==> src/rtl/fetch_pkg.sv <==
// fetch and decode package
// word and table sizes, instruction views, decode encodings, stage structs
`default_nettype none

package fetch_pkg;

	////////////////////////////////////////////////////////////
	// sizes
	////////////////////////////////////////////////////////////
	localparam int xlen           = 32;                        // machine word
	localparam int areg_bits      = 5;                         // architectural reg index
	localparam int btb_index_bits = 4;                         // 16 entries, pc[5:2]
	localparam int btb_tag_bits   = xlen - btb_index_bits - 2; // pc[31:6]
	localparam int hist_bits      = 4;                         // local and global history
	localparam int lht_index_bits = 4;                         // 16 local histories, pc[5:2]
	localparam logic [areg_bits-1:0] zero_reg = '0;            // x0, no writeback

	// rv32i major opcodes
	localparam logic [6:0] op_lui      = 7'b0110111;
	localparam logic [6:0] op_auipc    = 7'b0010111;
	localparam logic [6:0] op_jal      = 7'b1101111;
	localparam logic [6:0] op_jalr     = 7'b1100111;
	localparam logic [6:0] op_branch   = 7'b1100011;
	localparam logic [6:0] op_load     = 7'b0000011;
	localparam logic [6:0] op_store    = 7'b0100011;
	localparam logic [6:0] op_imm      = 7'b0010011;
	localparam logic [6:0] op_op       = 7'b0110011;
	localparam logic [6:0] op_misc_mem = 7'b0001111; // fence
	localparam logic [6:0] op_system   = 7'b1110011; // ecall, ebreak, csr

	////////////////////////////////////////////////////////////
	// instruction views, one word read per format
	////////////////////////////////////////////////////////////
	typedef struct packed {
		logic [6:0] funct7;
		logic [4:0] rs2;
		logic [4:0] rs1;
		logic [2:0] funct3;
		logic [4:0] rd;
		logic [6:0] opcode;
	} r_view_t;

	typedef struct packed {
		logic [11:0] imm;
		logic [4:0]  rs1;
		logic [2:0]  funct3;
		logic [4:0]  rd;
		logic [6:0]  opcode;
	} i_view_t;

	typedef struct packed {
		logic [6:0] imm_hi;                      // imm[11:5]
		logic [4:0] rs2;
		logic [4:0] rs1;
		logic [2:0] funct3;
		logic [4:0] imm_lo;                      // imm[4:0]
		logic [6:0] opcode;
	} s_view_t;

	typedef struct packed {
		logic       imm12;
		logic [5:0] imm10_5;
		logic [4:0] rs2;
		logic [4:0] rs1;
		logic [2:0] funct3;
		logic [3:0] imm4_1;
		logic       imm11;
		logic [6:0] opcode;
	} b_view_t;

	typedef struct packed {
		logic [19:0] imm;                        // imm[31:12]
		logic [4:0]  rd;
		logic [6:0]  opcode;
	} u_view_t;

	typedef struct packed {
		logic       imm20;
		logic [9:0] imm10_1;
		logic       imm11;
		logic [7:0] imm19_12;
		logic [4:0] rd;
		logic [6:0] opcode;
	} j_view_t;

	typedef union packed {
		r_view_t r;
		i_view_t i;
		s_view_t s;
		b_view_t b;
		u_view_t u;
		j_view_t j;
	} inst_t;

	////////////////////////////////////////////////////////////
	// decode encodings
	////////////////////////////////////////////////////////////
	typedef enum logic [1:0] {opa_is_rs1, opa_is_pc, opa_is_zero} opa_sel_t;

	typedef enum logic [2:0] {
		opb_is_rs2, opb_is_i_imm, opb_is_s_imm, opb_is_b_imm, opb_is_u_imm, opb_is_j_imm
	} opb_sel_t;

	typedef enum logic [4:0] {
		alu_add = 5'h00, alu_sub = 5'h01, alu_slt = 5'h02, alu_sltu = 5'h03,
		alu_and = 5'h04, alu_or = 5'h05, alu_xor = 5'h06, alu_sll = 5'h07,
		alu_srl = 5'h08, alu_sra = 5'h09,
		alu_mul = 5'h10, alu_mulh = 5'h11, alu_mulhsu = 5'h12, alu_mulhu = 5'h13, // 2'b10, funct3
		alu_div = 5'h14, alu_divu = 5'h15, alu_rem = 5'h16, alu_remu = 5'h17
	} alu_func_t;

	typedef enum logic [1:0] {fu_alu, fu_mult, fu_mem, fu_branch} fu_type_t; // rs_full index

	typedef enum logic [1:0] {mem_byte, mem_half, mem_word} mem_size_t; // funct3[1:0]

	typedef enum logic {dest_rd, dest_none} dest_sel_t;

	////////////////////////////////////////////////////////////
	// stage structs
	////////////////////////////////////////////////////////////
	typedef struct packed {
		opa_sel_t  opa_select;
		opb_sel_t  opb_select;
		alu_func_t alu_func;
		fu_type_t  fu_type;
		dest_sel_t dest_select;
		logic      rd_mem;
		logic      wr_mem;
		mem_size_t mem_size;
		logic      load_signed;
		logic      cond_branch;
		logic      uncond_branch;
		logic      csr_op;
		logic      halt;                       // ecall, ebreak
		logic      illegal;
		logic      valid_inst;
	} decode_t;

	typedef struct packed {
		logic            valid;                // one-cycle strobe
		logic [xlen-1:0] pc;
		logic [xlen-1:0] target_pc;            // resolved next pc
		logic            cond_branch;
		logic            uncond_branch;
		logic            taken;
		logic            local_taken;          // predictions it was fetched with
		logic            global_taken;
		logic            mis_pred;
	} resolve_t;

	typedef struct packed {
		logic                 valid;
		inst_t                inst;
		logic [xlen-1:0]      pc;
		logic [xlen-1:0]      npc;
		decode_t              ctrl;
		logic [areg_bits-1:0] opa_areg_idx;
		logic [areg_bits-1:0] opb_areg_idx;
		logic [areg_bits-1:0] dest_areg_idx;
		logic                 branch_prediction;
		logic                 local_taken;
		logic                 global_taken;
	} id_packet_t;

endpackage

`default_nettype wire

==> src/rtl/inst_decoder.sv <==
// rv32i instruction decoder
// combinational, turns one fetched word into the control fields of the packet
`default_nettype none

module inst_decoder (
	input  fetch_pkg::inst_t   inst,
	output fetch_pkg::decode_t ctrl
);
	import fetch_pkg::*;

	// shared funct3 table of OP and OP-IMM, alt picks sub / sra
	function automatic alu_func_t base_alu(input logic [2:0] funct3, input logic alt);
		case (funct3)
			3'b000:  base_alu = alt ? alu_sub : alu_add;
			3'b001:  base_alu = alu_sll;
			3'b010:  base_alu = alu_slt;
			3'b011:  base_alu = alu_sltu;
			3'b100:  base_alu = alu_xor;
			3'b101:  base_alu = alt ? alu_sra : alu_srl;
			3'b110:  base_alu = alu_or;
			default: base_alu = alu_and;
		endcase
	endfunction

	always_comb begin
		ctrl             = '0;                 // no mem, no branch, legal
		ctrl.opa_select  = opa_is_rs1;
		ctrl.opb_select  = opb_is_rs2;
		ctrl.alu_func    = alu_add;
		ctrl.fu_type     = fu_alu;
		ctrl.dest_select = dest_none;
		ctrl.mem_size    = mem_word;

		case (inst.r.opcode)
			op_lui: begin
				ctrl.opa_select  = opa_is_zero;  // 0 + imm
				ctrl.opb_select  = opb_is_u_imm;
				ctrl.dest_select = dest_rd;
			end
			op_auipc: begin
				ctrl.opa_select  = opa_is_pc;
				ctrl.opb_select  = opb_is_u_imm;
				ctrl.dest_select = dest_rd;
			end
			op_jal: begin
				ctrl.opa_select    = opa_is_pc;
				ctrl.opb_select    = opb_is_j_imm;
				ctrl.fu_type       = fu_branch;
				ctrl.dest_select   = dest_rd;    // link
				ctrl.uncond_branch = 1'b1;
			end
			op_jalr: begin
				ctrl.opb_select    = opb_is_i_imm;
				ctrl.fu_type       = fu_branch;
				ctrl.dest_select   = dest_rd;
				ctrl.uncond_branch = 1'b1;
				ctrl.illegal       = inst.i.funct3 != 3'b000;
			end
			op_branch: begin
				ctrl.opa_select  = opa_is_pc;    // target = pc + imm
				ctrl.opb_select  = opb_is_b_imm;
				ctrl.fu_type     = fu_branch;
				ctrl.cond_branch = 1'b1;
				ctrl.illegal     = inst.b.funct3[2:1] == 2'b01; // 010, 011 unused
			end
			op_load: begin
				ctrl.opb_select  = opb_is_i_imm;
				ctrl.fu_type     = fu_mem;
				ctrl.dest_select = dest_rd;
				ctrl.rd_mem      = 1'b1;
				ctrl.mem_size    = mem_size_t'(inst.i.funct3[1:0]);
				ctrl.load_signed = !inst.i.funct3[2]; // lbu, lhu zero extend
				ctrl.illegal     = inst.i.funct3[1:0] == 2'b11 || inst.i.funct3 == 3'b110;
			end
			op_store: begin
				ctrl.opb_select = opb_is_s_imm;
				ctrl.fu_type    = fu_mem;
				ctrl.wr_mem     = 1'b1;
				ctrl.mem_size   = mem_size_t'(inst.s.funct3[1:0]);
				ctrl.illegal    = inst.s.funct3 > 3'b010;
			end
			op_imm: begin
				ctrl.opb_select  = opb_is_i_imm;
				ctrl.dest_select = dest_rd;
				ctrl.alu_func    = base_alu(inst.i.funct3,
					inst.i.funct3 == 3'b101 && inst.r.funct7[5]); // srai
				if (inst.i.funct3 == 3'b001)     // slli shamt only
					ctrl.illegal = inst.r.funct7 != 7'h00;
				else if (inst.i.funct3 == 3'b101)
					ctrl.illegal = (inst.r.funct7 & 7'b1011111) != 7'h00;
			end
			op_op: begin
				ctrl.dest_select = dest_rd;
				if (inst.r.funct7 == 7'h01) begin
					ctrl.fu_type  = fu_mult;     // multiply group, unit only
					ctrl.alu_func = alu_func_t'({2'b10, inst.r.funct3});
				end else if (inst.r.funct7 == 7'h00) begin
					ctrl.alu_func = base_alu(inst.r.funct3, 1'b0);
				end else if (inst.r.funct7 == 7'h20) begin
					ctrl.alu_func = base_alu(inst.r.funct3, 1'b1);
					ctrl.illegal  = inst.r.funct3 != 3'b000 && inst.r.funct3 != 3'b101;
				end else begin
					ctrl.illegal = 1'b1;
				end
			end
			op_misc_mem: begin
				ctrl.alu_func = alu_add;         // fence issues as a nop
			end
			op_system: begin
				if (inst.i.funct3 != 3'b000) begin
					ctrl.csr_op      = 1'b1;
					ctrl.dest_select = dest_rd;
					ctrl.illegal     = inst.i.funct3 == 3'b100;
				end else begin
					ctrl.halt    = inst.i.imm == 12'h000 || inst.i.imm == 12'h001;
					ctrl.illegal = !ctrl.halt;   // mret, wfi not supported
				end
			end
			default: ctrl.illegal = 1'b1;
		endcase

		ctrl.valid_inst = !ctrl.illegal;
	end

endmodule

`default_nettype wire

==> src/rtl/branch_target_buffer.sv <==
// branch target buffer
// direct-mapped tagged table of taken-branch targets, read by the fetch pc
`default_nettype none

module branch_target_buffer (
	input  logic                       clock,
	input  logic                       reset,
	input  logic [fetch_pkg::xlen-1:0] pc,
	input  logic                       update,        // taken branch resolved
	input  logic [fetch_pkg::xlen-1:0] update_pc,
	input  logic [fetch_pkg::xlen-1:0] update_target,
	output logic                       hit,
	output logic [fetch_pkg::xlen-1:0] target
);
	import fetch_pkg::*;

	typedef struct packed {
		logic [btb_tag_bits-1:0] tag;            // pc[31:6]
		logic [xlen-1:0]         target;
	} entry_t;

	logic [2**btb_index_bits-1:0] valid_bits;
	entry_t                       entry_mem [2**btb_index_bits];
	logic [btb_index_bits-1:0]    rd_idx;
	logic [btb_index_bits-1:0]    wr_idx;
	entry_t                       rd_entry;

	////////////////////////////////////////////////////////////
	// lookup
	////////////////////////////////////////////////////////////
	assign rd_idx   = pc[btb_index_bits+1:2];    // word index
	assign wr_idx   = update_pc[btb_index_bits+1:2];
	assign rd_entry = entry_mem[rd_idx];
	assign hit      = valid_bits[rd_idx] && rd_entry.tag == pc[xlen-1:btb_index_bits+2];
	assign target   = rd_entry.target;

	////////////////////////////////////////////////////////////
	// training, seen by lookups from the next cycle on
	////////////////////////////////////////////////////////////
	always_ff @(posedge clock) begin
		if (reset)
			valid_bits <= '0;
		else if (update)
			valid_bits[wr_idx] <= 1'b1;
	end

	always_ff @(posedge clock) begin
		if (update) begin
			entry_mem[wr_idx].tag    <= update_pc[xlen-1:btb_index_bits+2];
			entry_mem[wr_idx].target <= update_target; // latest target wins
		end
	end

endmodule

`default_nettype wire

==> src/rtl/tournament_predictor.sv <==
// tournament branch predictor
// local and global two-bit counter tables with a per-pc chooser
`default_nettype none

module tournament_predictor (
	input  logic                       clock,
	input  logic                       reset,
	input  logic [fetch_pkg::xlen-1:0] pc,
	input  logic                       update,        // resolved cond branch
	input  logic [fetch_pkg::xlen-1:0] update_pc,
	input  logic                       taken_actual,
	input  logic                       local_was,     // predictions at fetch time
	input  logic                       global_was,
	output logic                       predict_taken,
	output logic                       local_taken,
	output logic                       global_taken
);
	import fetch_pkg::*;

	logic [hist_bits-1:0]      lht [2**lht_index_bits];     // local histories
	logic [1:0]                local_pht [2**hist_bits];
	logic [1:0]                global_pht [2**hist_bits];
	logic [1:0]                chooser [2**lht_index_bits]; // 2, 3 pick global
	logic [hist_bits-1:0]      ghr;
	logic [lht_index_bits-1:0] rd_idx;
	logic [lht_index_bits-1:0] wr_idx;
	logic [hist_bits-1:0]      wr_local_hist;

	// two-bit saturating step
	function automatic logic [1:0] sat_step(input logic [1:0] ctr, input logic up);
		if (up)
			sat_step = (ctr == 2'd3) ? ctr : ctr + 2'd1;
		else
			sat_step = (ctr == 2'd0) ? ctr : ctr - 2'd1;
	endfunction

	////////////////////////////////////////////////////////////
	// prediction
	////////////////////////////////////////////////////////////
	assign rd_idx        = pc[lht_index_bits+1:2];
	assign local_taken   = local_pht[lht[rd_idx]][1];  // msb set means taken
	assign global_taken  = global_pht[ghr][1];
	assign predict_taken = chooser[rd_idx][1] ? global_taken : local_taken;

	////////////////////////////////////////////////////////////
	// training
	////////////////////////////////////////////////////////////
	assign wr_idx        = update_pc[lht_index_bits+1:2];
	assign wr_local_hist = lht[wr_idx];           // history before this outcome

	always_ff @(posedge clock) begin
		if (reset) begin
			ghr <= '0;
			for (int n = 0; n < 2**hist_bits; n++) begin
				local_pht[n]  <= 2'd1;            // weakly not taken
				global_pht[n] <= 2'd1;
			end
			for (int n = 0; n < 2**lht_index_bits; n++) begin
				lht[n]     <= '0;
				chooser[n] <= 2'd1;               // weakly local
			end
		end else if (update) begin
			local_pht[wr_local_hist] <= sat_step(local_pht[wr_local_hist], taken_actual);
			global_pht[ghr]          <= sat_step(global_pht[ghr], taken_actual);
			lht[wr_idx]              <= {wr_local_hist[hist_bits-2:0], taken_actual};
			ghr                      <= {ghr[hist_bits-2:0], taken_actual};
			// chooser moves only when the two paths disagreed
			if (local_was != global_was)
				chooser[wr_idx] <= sat_step(chooser[wr_idx], global_was == taken_actual);
		end
	end

endmodule

`default_nettype wire

==> src/rtl/fetch_decode_stage.sv <==
// fetch and decode stage
// pc register, next pc choice, stall and redirect, decode packet to issue
`default_nettype none

module fetch_decode_stage (
	input  logic                       clock,
	input  logic                       reset,
	input  logic                       rob_full,
	input  logic [3:0]                 rs_full,    // indexed by fu_type
	input  fetch_pkg::inst_t           imem_data,
	input  logic                       imem_valid,
	input  fetch_pkg::resolve_t        result,
	output logic [fetch_pkg::xlen-1:0] imem_addr,
	output fetch_pkg::id_packet_t      id_packet
);
	import fetch_pkg::*;

	logic [xlen-1:0] pc;                         // pc being fetched
	logic [xlen-1:0] pc_plus_4;
	logic [xlen-1:0] npc;
	decode_t         ctrl;
	logic            btb_hit;
	logic [xlen-1:0] btb_target;
	logic            predict_taken;
	logic            local_taken;
	logic            global_taken;
	logic            mispredict;
	logic            predictor_update;
	logic            btb_update;
	logic            take_target;
	logic            packet_valid;

	////////////////////////////////////////////////////////////
	// decode and prediction
	////////////////////////////////////////////////////////////
	inst_decoder u_decoder (
		.inst (imem_data),
		.ctrl (ctrl)
	);

	assign predictor_update = result.valid && result.cond_branch;
	assign btb_update       = result.valid && result.taken
		&& (result.cond_branch || result.uncond_branch);

	branch_target_buffer u_btb (
		.clock         (clock),
		.reset         (reset),
		.pc            (pc),
		.update        (btb_update),
		.update_pc     (result.pc),
		.update_target (result.target_pc),
		.hit           (btb_hit),
		.target        (btb_target)
	);

	tournament_predictor u_predictor (
		.clock         (clock),
		.reset         (reset),
		.pc            (pc),
		.update        (predictor_update),
		.update_pc     (result.pc),
		.taken_actual  (result.taken),
		.local_was     (result.local_taken),
		.global_was    (result.global_taken),
		.predict_taken (predict_taken),
		.local_taken   (local_taken),
		.global_taken  (global_taken)
	);

	////////////////////////////////////////////////////////////
	// next pc and stall
	////////////////////////////////////////////////////////////
	assign pc_plus_4    = pc + 32'd4;
	assign take_target  = btb_hit && (ctrl.uncond_branch || (ctrl.cond_branch && predict_taken));
	assign npc          = take_target ? btb_target : pc_plus_4;
	assign mispredict   = result.valid && result.mis_pred;
	assign packet_valid = imem_valid && !mispredict && !rob_full && !rs_full[ctrl.fu_type];
	assign imem_addr    = {pc[xlen-1:2], 2'b00}; // word aligned

	always_ff @(posedge clock) begin
		if (reset)
			pc <= '0;
		else if (mispredict)
			pc <= result.target_pc;              // redirect from execute
		else if (packet_valid)
			pc <= npc;                           // otherwise hold and refetch
	end

	// packet to issue
	always_comb begin
		id_packet.valid             = packet_valid;
		id_packet.inst              = imem_data;
		id_packet.pc                = pc;
		id_packet.npc               = npc;
		id_packet.ctrl              = ctrl;
		id_packet.opa_areg_idx      = imem_data.r.rs1;
		id_packet.opb_areg_idx      = imem_data.r.rs2;
		id_packet.dest_areg_idx     = (ctrl.dest_select == dest_rd) ? imem_data.r.rd : zero_reg;
		id_packet.branch_prediction = btb_hit && predict_taken;
		id_packet.local_taken       = local_taken;
		id_packet.global_taken      = global_taken;
	end

endmodule

`default_nettype wire

==> config.mk <==
export PLATFORM = sky130hd
export DESIGN_NAME = fetch_decode_stage
export DESIGN_NICKNAME = d
export VERILOG_FILES = /design/src/rtl/fetch_pkg.sv /design/src/rtl/inst_decoder.sv /design/src/rtl/branch_target_buffer.sv /design/src/rtl/tournament_predictor.sv /design/src/rtl/fetch_decode_stage.sv
export SDC_FILE = /design/constraint.sdc
export NUM_CORES = 1
export LEC_CHECK = 0
export BUFFER_PORTS_ARGS = -buffer_cell sky130_fd_sc_hd__buf_4
export CAP_MARGIN = 5
export CORE_MARGIN = 4
export CORE_UTILIZATION = 40
export CTS_BUF_LIST = sky130_fd_sc_hd__clkbuf_4 sky130_fd_sc_hd__clkbuf_8
export DETAILED_ROUTE_END_ITERATION = 6
export MAX_ROUTING_LAYER = met4
export PLACE_DENSITY_LB_ADDON = 0.2
export SLEW_MARGIN = 20
export SYNTH_ARGS = -nofsm -noshare
export SYNTH_HDL_FRONTEND = slang
export SYNTH_SLANG_ARGS = --single-unit
==> constraint.sdc <==
create_clock -name clock -period 12.05 [get_ports clock]
set_input_delay 1.8075 -clock clock [delete_from_list [all_inputs] [get_ports clock]]
set_output_delay 1.8075 -clock clock [all_outputs]
set_load 0.1 [all_outputs]
==> results.yml <==
synth:
  syn_inst: 2817
  ys_seq_area_frac: 0.686
  synth_edf_count: 1088
  synth_xor_area_frac: 0.0108
  ys_ff_latch: 1148
  yosysWarningCount: 0
  ys.flop_type: "edfxtp_1"
  post_synth_mux_area_share: 0.171
  synth_cell_types: 94
  synthAdderAreaFrac: 0.000862
  yosys.area_share.simple: 0.0605
  async_flop_share: 0
  syn_area_per_cell_sq_um: 17.5
  synth_compound_area_frac: 0.0350
  synth_top_family_by_area: "multiplexers"
  netlist_area_sq_um: 49300
placement:
  gp_congestion: 0.925
  io_buffers: 259
  dp_hpwl_um: 79700
power:
  power.total_uw: 8730
  p_per_area_nw_per_um2: 155
  max-vdd-ir-drop_mv: 0.117
  p_leak_uw: 0.0184
timing:
  fin_crit_sh: 0.717
  finalSetupTns_ns: 0
  min_period_ns: 8.64
  finClkSkew_ns: 0.0550
  maxSlewHeadroom: 0.207
  max_freq_mhz: 116
  slew_viol_final: 0
  rsz0062_at_grt: "false"
  hold_violations: 0
  tightest_slew_ns: 1.19
  finalSetupViolations: 0
route:
  ant_nets: 0
  routed-via-count: 27566
  drtPass1Iterations: 6
  drt-initial-drc-count: 2551
  drc: 0
  wl_um: 134000
  post_drt_wl_per_cell_um: 27.6
  vias_per_cell: 5.68
critical_path:
  crit_type: "reg2out"
  startpoint_type: "register"
  reg2regPathDepth: 12
  cp_max_fo: 108
  arrival_ns: 6.83
  required_ns: 10.24
  endpoint_kind: "output port"
global_routing:
  grt.overflow.total: 0
  grt_antenna_before_repair: 8
  met3_usage: 0.0464
  grt_util_met1: 0.271
  gr-usage-met2: 0.341
  grt_max_degree: 109
  grt_pass1_wl_um: 196000
  grt_pass1_vias: 28847
  grt.busiest_layer: "met2"
  track_usage: 0.211
status:
  outcome: "completed"
clock_tree:
  clk_path_buf_depth: 3
  cts_hold_buf: 0
  clk_latency_ns: 0.89
  htreeDepth: 4
  ctsResizeCount: 0
  path_clk_slew_ns: 0.06
  numCtsBuffers: 189
  tritoncts: "yes"
  post_cts_buffers: 0
  cts.sinks: 1148
  root_buffer: "clkbuf_8"
floorplanning:
  num_io_pins: 282
  initial_utilization: 0.404
  placementRows: 128
  die_height_um: 359
  dieArea_sq_um: 129000
  core-area_sq_um: 122000
  die_w_um: 359
hold_path:
  holdPathStages: 2
  hp-class: "reg2reg"
run:
  maxCapViolCount: 0
layout:
  fin_nets: 3178
  layout-drive-gt1-share: 0.313
  area_growth_pct: 14.0
-- cells in the final DEF (no fill, tap or decap), types with 20 or more instances in the layout --
master and instances:
and3_1 29, nor2_1 183, clkbuf_4 70, a22oi_1 56
mux4_2 299, xor2_1 20, a21oi_1 23, dfxtp_1 56
clkbuf_8 195, nor3_1 37, or2_2 25, mux2i_1 118
edfxtp_1 1088, o22ai_1 36, nand2_1 100, buf_4 308
inv_1 58, nor2b_1 22, clkinv_1 49, nand3_1 74
nand2b_1 38, xnor2_1 36
-- final cells by class --
| class | instances | area, sq um |
|---|---|---|
| diodes | 8 | 20.0 |
| repair buffers | 313 | 2410 |
| inverters | 63 | 239 |
| clock buffers | 265 | 3210 |
| flip-flops and latches | 1148 | 33900 |
| clock inverters | 82 | 581 |
| fillers | 10508 | 65900 |
| well taps | 1625 | 2030 |
| multi-input cells | 1351 | 13900 |
-- per-stage QoR --
step / hold WS, ns / worst slack (ns) / utilization / std cells / instance area, sq um
detailed placement: 0.457 / 4.33 / 0.429 / 4500 / 52400
global placement: 0.443 / 4.45 / 0.429 / 4498 / 52400
floorplan: 0.435 / 3.46 / - / 2818 / 49300
finish: 0.465 / 3.41 / 0.460 / 4855 / 56300
CTS: 0.467 / 3.34 / 0.460 / 4847 / 56200
global route: 0.487 / 3.00 / 0.460 / 4853 / 56200
-- Yosys cell counts, types with 11 or more instances --
master,n,area share
edfxtp_1,1088,0.66
mux4_2,299,0.14
nor2_1,196,0.015
mux2i_1,118,0.024
clkbuf_1,103,0.0078
nand2_1,100,0.0076
buf_4,80,0.012
nand3_1,74,0.0075
dfxtp_1,60,0.024
inv_1,59,0.0045
a22oi_1,56,0.0085
buf_2,43,0.0044
nor3_1,41,0.0042
nand2b_1,38,0.0048
o22ai_1,36,0.0046
xnor2_1,36,0.0064
and3_1,29,0.0037
or2_2,25,0.0032
a21oi_1,24,0.0024
nor2b_1,22,0.0028
xor2_1,21,0.0037
o21ai_0,18,0.0018
a21o_1,17,0.0026
mux2_2,17,0.0039
and2_1,14,0.0018
buf_1,13,0.00099
nand4_1,12,0.0015
a211oi_1,11,0.0017
mux4_1,11,0.0059
-- power breakdown --
group | switching, uW | internal, uW
logic | 565 | 294
registers | 53.3 | 4420
clock network | 1590 | 1810
total | 2210 | 6520
-- critical path, stage by stage (launching register included) --
cell      delay (ns)
dfxtp_4         0.77
buf_12          0.71
and2b_1         0.36
a22oi_1         0.68
and2_0          0.47
a211o_1         0.20
a22oi_1         0.08
a211oi_1        0.53
o311ai_2        0.29
a21oi_4         0.22
buf_4           0.56
mux2i_1         0.57
inv_1           0.09
buf_4           0.25
-- kinds of logic (layout without fill, tap and decap cells) --
family,after synthesis,in the layout
buffers and inverters,319,723
muxes,448,448
adders and majority gates,4,4
and+or+nand+nor,600,600
other,1,10
xor gates and xnor gates,59,59
AOI/OAI and AO/OA,238,238
DFF,1148,1148
-- flip-flops by register name, summed over array words and instances (netlist names), named ones only --
| register | count |
|---|---|
| u_btb.entry_mem | 928 |
| u_predictor.lht | 64 |
| pc | 32 |
| u_predictor.chooser | 32 |
| u_predictor.global_pht | 32 |
| u_predictor.local_pht | 32 |
| u_btb.valid_bits | 16 |
| u_predictor.ghr | 4 |
-- path summary, 6_finish.rpt --
path              slack (ns)                   to                start
setup / recovery        3.41        id_packet[73]             register
setup reg to reg        6.11               pc[31]             register
hold / removal          0.46  u_btb.valid_bits[4]  u_btb.valid_bits[4]
hold reg to reg         0.46  u_btb.valid_bits[4]  u_btb.valid_bits[4]
-- per-layer routing --
metal | part of all wire | wire, um
met1 | 0.40 | 54100
met2 | 0.50 | 67100
met3 | 0.076 | 10200
met4 | 0.021 | 2810
met5 | 0 | 0
No activity file was read; power rests on OpenSTA's default activity.
